$ cat src/source/itag_pkg.sv
// Shared definitions for the instruction-cache tag subsystem
// Line geometry constants and the write-operation encoding

package itag_pkg;

	// ============================================================
	// Line geometry
	// ============================================================

	// Byte offset inside a 32-byte line
	localparam int unsigned OFFSET_BITS = 5;

	// Second lookup address sits one half-line beyond the first
	// Covers a fetch that straddles the middle of a line
	localparam int unsigned HALF_STEP = 16;

	// ============================================================
	// Write operations
	// ============================================================

	// One operation per cycle, already prioritized by the front end
	// OP_INVAL_ALL  clears every valid and error bit in all ways
	// OP_INVAL_LINE clears the valid bit of one set in all ways
	// OP_FILL       loads a tag into the selected way of one set
	typedef enum logic [1:0] {
		OP_NONE       = 2'd0,
		OP_FILL       = 2'd1,
		OP_INVAL_LINE = 2'd2,
		OP_INVAL_ALL  = 2'd3
	} itag_op_e;

endpackage

$ cat src/source/itag_if.sv
// Interfaces inside the tag subsystem
// itag_cmd_if carries the write operation and both lookup keys to the ways
// itag_res_if carries one way's lookup results to the merge block

`timescale 1ns/1ps

interface itag_cmd_if #(
	parameter int AMSB      = 31,
	parameter int SETS_LOG2 = 6,
	parameter int WAYS      = 2
);

	// Tag holds every address bit above index and offset
	localparam int TAG_W = AMSB + 1 - itag_pkg::OFFSET_BITS - SETS_LOG2;

	// Write side, valid for the current cycle only
	itag_pkg::itag_op_e     op;
	// One-hot target way for a fill
	logic [WAYS-1:0]        way_sel;
	logic [SETS_LOG2-1:0]   wr_idx;
	logic [TAG_W-1:0]       wr_tag;
	logic                   wr_err;

	// Lookup keys from the registered fetch address and fetch address + 16
	logic [SETS_LOG2-1:0]   look_idx0;
	logic [TAG_W-1:0]       look_tag0;
	logic [SETS_LOG2-1:0]   look_idx1;
	logic [TAG_W-1:0]       look_tag1;

	modport front (
		output op, way_sel, wr_idx, wr_tag, wr_err,
		output look_idx0, look_tag0, look_idx1, look_tag1
	);

	modport way (
		input op, way_sel, wr_idx, wr_tag, wr_err,
		input look_idx0, look_tag0, look_idx1, look_tag1
	);

endinterface

interface itag_res_if;

	// Hit per lookup, and the stored error bit gated by that hit
	logic hit0;
	logic hit1;
	logic err0;
	logic err1;

	modport way (
		output hit0, hit1, err0, err1
	);

	modport merge (
		input hit0, hit1, err0, err1
	);

endinterface

$ cat src/source/itag_front.sv
// Front end of the tag subsystem
// Lookup address registers, write priority resolution, per-set round robin

`timescale 1ns/1ps

module itag_front #(
	parameter int AMSB      = 31,
	parameter int SETS_LOG2 = 6,
	parameter int WAYS      = 2
) (
	input  logic             rclk,
	input  logic             arst_n,
	input  logic             fill,
	input  logic [AMSB:0]    fill_addr,
	input  logic             fill_err,
	input  logic             invalidate,
	input  logic             invalidate_line,
	input  logic [AMSB:0]    invalidate_addr,
	input  logic             rce,
	input  logic [AMSB:0]    pc,
	itag_cmd_if.front        cmd
);

	localparam int IDX_LO = itag_pkg::OFFSET_BITS;
	localparam int TAG_LO = itag_pkg::OFFSET_BITS + SETS_LOG2;
	localparam int SETS   = 2 ** SETS_LOG2;

	logic [AMSB:0]          rpc;
	logic [AMSB:0]          rpcp16;
	itag_pkg::itag_op_e     op;
	logic [SETS_LOG2-1:0]   fill_idx;
	logic [SETS_LOG2-1:0]   inval_idx;
	// One-hot victim pointer per set, way 0 first
	logic [WAYS-1:0]        victim [SETS];

	// ============================================================
	// Lookup address registers
	// ============================================================

	always_ff @(posedge rclk or negedge arst_n) begin
		if (!arst_n) begin
			rpc    <= '0;
			rpcp16 <= '0;
		end else if (rce) begin
			rpc    <= pc;
			// Second address wraps at the top of the address space
			rpcp16 <= pc + (AMSB+1)'(itag_pkg::HALF_STEP);
		end
	end

	assign cmd.look_idx0 = rpc[IDX_LO +: SETS_LOG2];
	assign cmd.look_tag0 = rpc[AMSB:TAG_LO];
	assign cmd.look_idx1 = rpcp16[IDX_LO +: SETS_LOG2];
	assign cmd.look_tag1 = rpcp16[AMSB:TAG_LO];

	// ============================================================
	// Write priority
	// ============================================================

	assign fill_idx  = fill_addr[IDX_LO +: SETS_LOG2];
	assign inval_idx = invalidate_addr[IDX_LO +: SETS_LOG2];

	// Invalidate all beats invalidate line beats fill
	always_comb begin
		if (invalidate)
			op = itag_pkg::OP_INVAL_ALL;
		else if (invalidate_line)
			op = itag_pkg::OP_INVAL_LINE;
		else if (fill)
			op = itag_pkg::OP_FILL;
		else
			op = itag_pkg::OP_NONE;
	end

	assign cmd.op      = op;
	assign cmd.wr_idx  = (op == itag_pkg::OP_INVAL_LINE) ? inval_idx : fill_idx;
	assign cmd.wr_tag  = fill_addr[AMSB:TAG_LO];
	assign cmd.wr_err  = fill_err;
	// Ways only look at this on a fill
	assign cmd.way_sel = victim[fill_idx];

	// ============================================================
	// Round-robin victim pointers
	// ============================================================

	always_ff @(posedge rclk or negedge arst_n) begin
		if (!arst_n) begin
			for (int s = 0; s < SETS; s++)
				victim[s] <= WAYS'(1);
		end else if (op == itag_pkg::OP_FILL) begin
			// Rotate left by one, modulo WAYS
			victim[fill_idx] <= (victim[fill_idx] << 1) | (victim[fill_idx] >> (WAYS-1));
		end
	end

endmodule

$ cat src/source/itag_hit_merge.sv
// Merge of per-way lookup results
// Hit flags, lowest hitting way number per lookup, combined error flag

`timescale 1ns/1ps

module itag_hit_merge #(
	parameter int WAYS = 2,
	localparam int WAY_W = (WAYS > 1) ? $clog2(WAYS) : 1
) (
	itag_res_if.merge        res [WAYS],
	output logic             hit0,
	output logic             hit1,
	output logic [WAY_W-1:0] hit_way0,
	output logic [WAY_W-1:0] hit_way1,
	output logic             err
);

	logic [WAYS-1:0] hit0_v;
	logic [WAYS-1:0] hit1_v;
	logic [WAYS-1:0] err0_v;
	logic [WAYS-1:0] err1_v;

	// Gather the interface array into flat vectors
	for (genvar i = 0; i < WAYS; i++) begin : g_gather
		assign hit0_v[i] = res[i].hit0;
		assign hit1_v[i] = res[i].hit1;
		assign err0_v[i] = res[i].err0;
		assign err1_v[i] = res[i].err1;
	end

	assign hit0 = |hit0_v;
	assign hit1 = |hit1_v;

	// Either lookup may flag the error
	assign err = (|err0_v) | (|err1_v);

	// ============================================================
	// Way encoders
	// ============================================================

	// Scan from the top so the lowest hitting way wins
	// Zero when nothing hits
	always_comb begin
		hit_way0 = '0;
		hit_way1 = '0;
		for (int i = WAYS-1; i >= 0; i--) begin
			if (hit0_v[i])
				hit_way0 = WAY_W'(i);
			if (hit1_v[i])
				hit_way1 = WAY_W'(i);
		end
	end

endmodule

$ cat src/source/itag_top.sv
// Top level of the instruction-cache tag subsystem
// Front end, generated tag ways and hit merge, joined by interfaces

`timescale 1ns/1ps

module itag_top #(
	parameter int AMSB      = 31,
	parameter int SETS_LOG2 = 6,
	parameter int WAYS      = 2,
	localparam int WAY_W    = (WAYS > 1) ? $clog2(WAYS) : 1
) (
	input  logic             rclk,
	input  logic             arst_n,
	// Fill and invalidate side
	input  logic             fill,
	input  logic [AMSB:0]    fill_addr,
	input  logic             fill_err,
	input  logic             invalidate,
	input  logic             invalidate_line,
	input  logic [AMSB:0]    invalidate_addr,
	// Lookup side
	input  logic             rce,
	input  logic [AMSB:0]    pc,
	output logic             hit0,
	output logic             hit1,
	output logic [WAY_W-1:0] hit_way0,
	output logic [WAY_W-1:0] hit_way1,
	output logic             err
);

	itag_cmd_if #(
		.AMSB      (AMSB),
		.SETS_LOG2 (SETS_LOG2),
		.WAYS      (WAYS)
	) cmd_if ();

	// One result bundle per way
	itag_res_if res_if [WAYS] ();

	itag_front #(
		.AMSB      (AMSB),
		.SETS_LOG2 (SETS_LOG2),
		.WAYS      (WAYS)
	) u_front (
		.rclk            (rclk),
		.arst_n          (arst_n),
		.fill            (fill),
		.fill_addr       (fill_addr),
		.fill_err        (fill_err),
		.invalidate      (invalidate),
		.invalidate_line (invalidate_line),
		.invalidate_addr (invalidate_addr),
		.rce             (rce),
		.pc              (pc),
		.cmd             (cmd_if.front)
	);

	// ============================================================
	// Tag ways
	// ============================================================

	for (genvar g = 0; g < WAYS; g++) begin : g_way
		itag_way #(
			.AMSB      (AMSB),
			.SETS_LOG2 (SETS_LOG2)
		) u_way (
			.rclk       (rclk),
			.arst_n     (arst_n),
			.cmd        (cmd_if.way),
			.way_id_hot (cmd_if.way_sel[g]),
			.res        (res_if[g].way)
		);
	end

	itag_hit_merge #(
		.WAYS (WAYS)
	) u_merge (
		.res      (res_if),
		.hit0     (hit0),
		.hit1     (hit1),
		.hit_way0 (hit_way0),
		.hit_way1 (hit_way1),
		.err      (err)
	);

endmodule

$ cat src/source/itag_way.sv
// One way of the instruction-cache tags
// Tag memory, valid and error bits, two lookup comparators

`timescale 1ns/1ps

module itag_way #(
	parameter int AMSB      = 31,
	parameter int SETS_LOG2 = 6
) (
	input  logic        rclk,
	input  logic        arst_n,
	itag_cmd_if.way     cmd,
	// This way's bit of the fill way select
	input  logic        way_id_hot,
	itag_res_if.way     res
);

	localparam int TAG_W = AMSB + 1 - itag_pkg::OFFSET_BITS - SETS_LOG2;
	localparam int SETS  = 2 ** SETS_LOG2;

	logic [TAG_W-1:0]   tag_mem [SETS];
	logic [SETS-1:0]    valid;
	logic [SETS-1:0]    err_bits;
	logic               fill_here;
	logic               match0;
	logic               match1;

	assign fill_here = (cmd.op == itag_pkg::OP_FILL) && way_id_hot;

	// ============================================================
	// Tag storage
	// ============================================================

	// Contents are meaningless until the valid bit is set
	always_ff @(posedge rclk) begin
		if (fill_here)
			tag_mem[cmd.wr_idx] <= cmd.wr_tag;
	end

	// ============================================================
	// Valid and error state
	// ============================================================

	always_ff @(posedge rclk or negedge arst_n) begin
		if (!arst_n) begin
			valid    <= '0;
			err_bits <= '0;
		end else begin
			case (cmd.op)
				itag_pkg::OP_INVAL_ALL: begin
					valid    <= '0;
					err_bits <= '0;
				end
				itag_pkg::OP_INVAL_LINE: begin
					// Error bit left in place, masked by the cleared valid
					valid[cmd.wr_idx] <= 1'b0;
				end
				itag_pkg::OP_FILL: begin
					if (way_id_hot) begin
						valid[cmd.wr_idx]    <= 1'b1;
						err_bits[cmd.wr_idx] <= cmd.wr_err;
					end
				end
				default: begin
				end
			endcase
		end
	end

	// ============================================================
	// Lookup compare
	// ============================================================

	// Combinational read, so a write shows up right after its edge
	assign match0 = (tag_mem[cmd.look_idx0] == cmd.look_tag0);
	assign match1 = (tag_mem[cmd.look_idx1] == cmd.look_tag1);

	// Hit needs a valid entry
	assign res.hit0 = valid[cmd.look_idx0] && match0;
	assign res.hit1 = valid[cmd.look_idx1] && match1;

	// Error only reported for the line that actually hit
	assign res.err0 = res.hit0 && err_bits[cmd.look_idx0];
	assign res.err1 = res.hit1 && err_bits[cmd.look_idx1];

endmodule

$ cat config.mk
export PLATFORM = sky130hd
export DESIGN_NAME = itag_top
export DESIGN_NICKNAME = d
export VERILOG_FILES = /design/src/source/itag_pkg.sv /design/src/source/itag_if.sv /design/src/source/itag_front.sv /design/src/source/itag_hit_merge.sv /design/src/source/itag_top.sv /design/src/source/itag_way.sv
export SDC_FILE = /design/constraint.sdc
export NUM_CORES = 2
export LEC_CHECK = 0
export BUFFER_PORTS_ARGS = -buffer_cell sky130_fd_sc_hd__buf_2
export CELL_PAD_IN_SITES_DETAIL_PLACEMENT = 1
export CELL_PAD_IN_SITES_GLOBAL_PLACEMENT = 1
export CORE_UTILIZATION = 25
export DETAILED_ROUTE_END_ITERATION = 12
export MAX_ROUTING_LAYER = met4
export PLACE_DENSITY = 0.53
export SLEW_MARGIN = 10
export SYNTH_ARGS = -nofsm -noshare
export SYNTH_HDL_FRONTEND = slang
export SYNTH_SLANG_ARGS = --single-unit
$ cat constraint.sdc
create_clock -name rclk -period 4 [get_ports rclk]
set_input_delay 1 -clock rclk [delete_from_list [all_inputs] [get_ports rclk]]
set_output_delay 1 -clock rclk [all_outputs]
set_load 0.005 [all_outputs]
==> summary.txt <==
Setup path
  – Reg-to-reg endpoint: g_way[1].u_way.err_bits[35]
  – Critical Path AT: 5.66 ns
  – Worst-path maximum fanout: 6
  – Setup slack, reg-to-reg: 0.72 ns
  – Kind of critical path: flip-flop to output pin
  – Worst EP required: 3.00 ns
  – R2r startpoint: u_front.victim[115]
  – Reg2Reg Depth: 10
  – Startpoint types: flip-flop
  – CP Capture Type: output pin

Clock tree
  – CTS Buffer Depth: 4
  – Htree depth: 5
  – Total CTS buffers: 361
  – Worst-path clk slew: 0.06 ns
  – CTS tree: done
  – Root buf cell: clkbuf_16
  – Clock sink count: 3126
  – Clk_lat worst skew: 1.07 ns

Synthesis
  – Avg Inst Size Synth: 16.30 µm²
  – Most numerous cell in the Yosys netlist: edfxtp_1
  – Top FF cell, synth: edfxtp_1
  – Synth Area in Compound Gates: 7.693%
  – Largest family of logic cells by synthesized area: multiplexers
  – Largest cells by area after synthesis: edfxtp_1 (53%), mux4_2 (18%), dfrtp_1 (6.2%)
  – Mapped Area: 152000 µm²
  – Ys async rst share: 14.01%
  – Post-synth top area cell: edfxtp_1
  – Sequential area share after synthesis: 60.39%
  – Area share of the largest cell type after synthesis: 53.12%
  – Syn Nets: 9428
  – Synth Area in Adders: 0.03294%
  – Multiplexer area fraction after synthesis: 24.24%
  – Synth Warn #: 0
  – Simple-Gate Fraction of Synth Area: 4.368%
  – Synth Instances: 9321
  – Yosys cell types: 82
  – Top cells by count, synth: edfxtp_1 (2688), mux4_2 (1205), nand2_1 (745), mux2i_1 (743), dfrtp_1 (374)
  – Synth Register Bits: 3126
  – Xor/xnor share of the synthesized area: 0.6744%
  – Post-synth EDFFs: 2688

Job
  – Maxcap violations: 0

Layout
  – Filler cell count: 61690
  – Post-layout nets: 11850
  – Fin area: 203700 µm²
  – Share of cells above drive strength 1: 43.63%
  – Area growth syn-to-layout: 34.08%
  – Fin util: 33.75%

Power
  – PwrDens: 436.9 nW/µm²
  – Leak: 0.07134 µW
  – Peak supply drop: 0.3546 mV

Drt
  – Vias per inst: 5.694
  – Final ANT Viol Nets: 0
  – Drt first pass iters: 7
  – Drt first-iter violations: 16580
  – Drc violations: 0
  – WL per Instance: 40.30 µm
  – Vias post-DR: 114600
  – Detailed Route WL: 811200 µm

Global routing
  – Overall Global Routing Usage: 26.37%
  – Total gr overflow: 0
  – First-pass GRT wire length: 1068000 µm
  – Vias in the first global route: 113700
  – Largest net degree at the start of global routing: 129
  – Initial antenna violation count: 68

STA
  – Final critical-path share of the clock period: 166.6%
  – Fin Hold WS: 0.2532 ns
  – Final Hold Viols: 0
  – Setup violators final: 5
  – Minimum clock period: 6.664 ns
  – Slew HR: 12.90%
  – Max Freq: 0.1501 GHz
  – Fin Clk Skew: 0.08033 ns
  – Worst Setup Slack, final: -2.664 ns
  – Final Max Tran Viols: 0
  – Worst Tran Pin Value: 1.307 ns
  – RSZ-0062 raised after global routing: true

Hold path
  – Hold Crit Class: input port to flip-flop
  – Hold Path Cell Cnt: 2
  – Hold Path Origin: pc[14]
  – Hold endpoint: u_front.rpc[14]

Floorplanning
  – Ports: 108
  – Die H: 781.6 µm
  – Placement row count: 285
  – Die Area: 610900 µm²
  – Core area: 603700 µm²
  – Initial Util: 25.17%
  – Chip width: 781.6 µm

Status
  – Run status: finished, violations left
  – Failing checks: setup timing

Place
  – DP Wirelength: 596400 µm
  – I/O Buffers: 72
  – DP Area: 186700 µm²
  – DP Worst Slack: -2.535 ns
  – Routability Congestion: 1.005
-- how the worst max path moves through the flow --
stage | slack, ns | from | endpoint
6_report | -2.66 | u_front.rpc[5] | err
5_1_grt | -2.65 | u_front.rpcp16[5] | err
4_1_cts | -2.54 | u_front.rpc[5] | err
3_5_place_dp | -2.53 | u_front.rpc[9] | hit_way0
3_3_place_gp | -2.58 | u_front.rpc[9] | hit_way0
2_1_floorplan | -0.26 | fill_addr[6] | g_way[1].u_way.tag_mem[0][0]
-- power by group --
| group | internal (µW) | switching (µW) | total (µW) |
|---|---|---|---|
| Clock | 20100 | 15100 | 35200 |
| Combinational | 7240 | 10900 | 18100 |
| Sequential | 35500 | 219 | 35700 |
-- layer usage --
metal | global-route usage (%) | vias up | routed length [µm]
met5 | - | - | 0
met4 | 14.76 | 0 | 55750
met3 | 5.400 | 1637 | 76650
met2 | 39.05 | 6904 | 359700
met1 | 33.77 | 62470 | 319100
li1 | - | 43590 | -
-- cell usage in the layout (no fill, tap or decap), drive strengths merged, types with 61 or more instances in the layout --
cell	instances
o21ai	364
a22oi	311
edfxtp	2688
a22o	146
mux4	1205
a32oi	145
buf	2777
dfrtp	374
nor2	325
dfstp	64
xor2	67
mux2	201
o21bai	113
nand3	111
nand4	61
a221oi	79
a21oi	148
clkbuf	433
mux2i	743
o22ai	113
clkinv	163
nand2	745
-- registers in the layout, indices dropped and copies added (netlist names) --
| name | flops |
|---|---|
| u_front.victim | 128 |
| u_front.rpc | 27 |
| g_way.u_way.tag_mem | 2688 |
| g_way.u_way.valid | 128 |
| u_front.rpcp16 | 27 |
| g_way.u_way.err_bits | 128 |
-- area by class of cell --
type,count,area [µm²],share of cell area [%]
Inverter,22,105.1,0.05159
Multi-Input combinational cell,5437,59120,29.01
Antenna cell,41,102.6,0.05036
Timing Repair Buffer,2799,30330,14.89
Sequential cell,3126,91800,45.06
Clock inverter,245,2884,1.416
Clock buffer,422,9354,4.591
Tap cell,8036,10050,4.935
-- kinds of logic after synthesis --
family,Yosys count
AO/OA/AOI/OAI,1666
XOR/XNOR,117
adder cells (fa/ha/maj),4
buffers and inverters,758
flip-flops,3126
multiplexers,2149
AND/OR/NAND/NOR,1501
-- repair_timing --
action,in CTS,in global routing
endpoints found under the setup margin,5,5
pin swaps,45,72
hold endpoints to repair,32,0
cloned,14,11
hold buffers,1,0
resized for setup,273,198
buffers inserted,120,69
-- worst max-delay path: stages (launching register included) --
cell and delay, ns:
dfrtp_4 0.50, buf_12 0.16, buf_16 0.15, buf_16 0.17, buf_4 0.18, buf_16 0.15
mux2i_2 0.28, o221ai_2 0.23, buf_4 0.19, o32ai_1 0.16, nor3_2 0.11, nor4_4 0.85
nor3b_4 0.15, nand4_1 0.14, nor4_2 0.06, buf_4 0.17, nand3_1 0.10, nand4_1 0.40
buf_6 0.30, buf_6 0.12
-- stage by stage --
stage	total power [µW]	TNS (ns)	std cells
3_5_place_dp	52680	-1361.45	19220
4_1_cts	88390	-11.99	20020
5_1_grt	90380	-12.37	20120
2_1_floorplan	43090	-170.87	9321
6_report	89010	-12.43	20130
3_3_place_gp	52560	-1279.68	19220
Note: power is estimated with default switching activity, not from simulation.
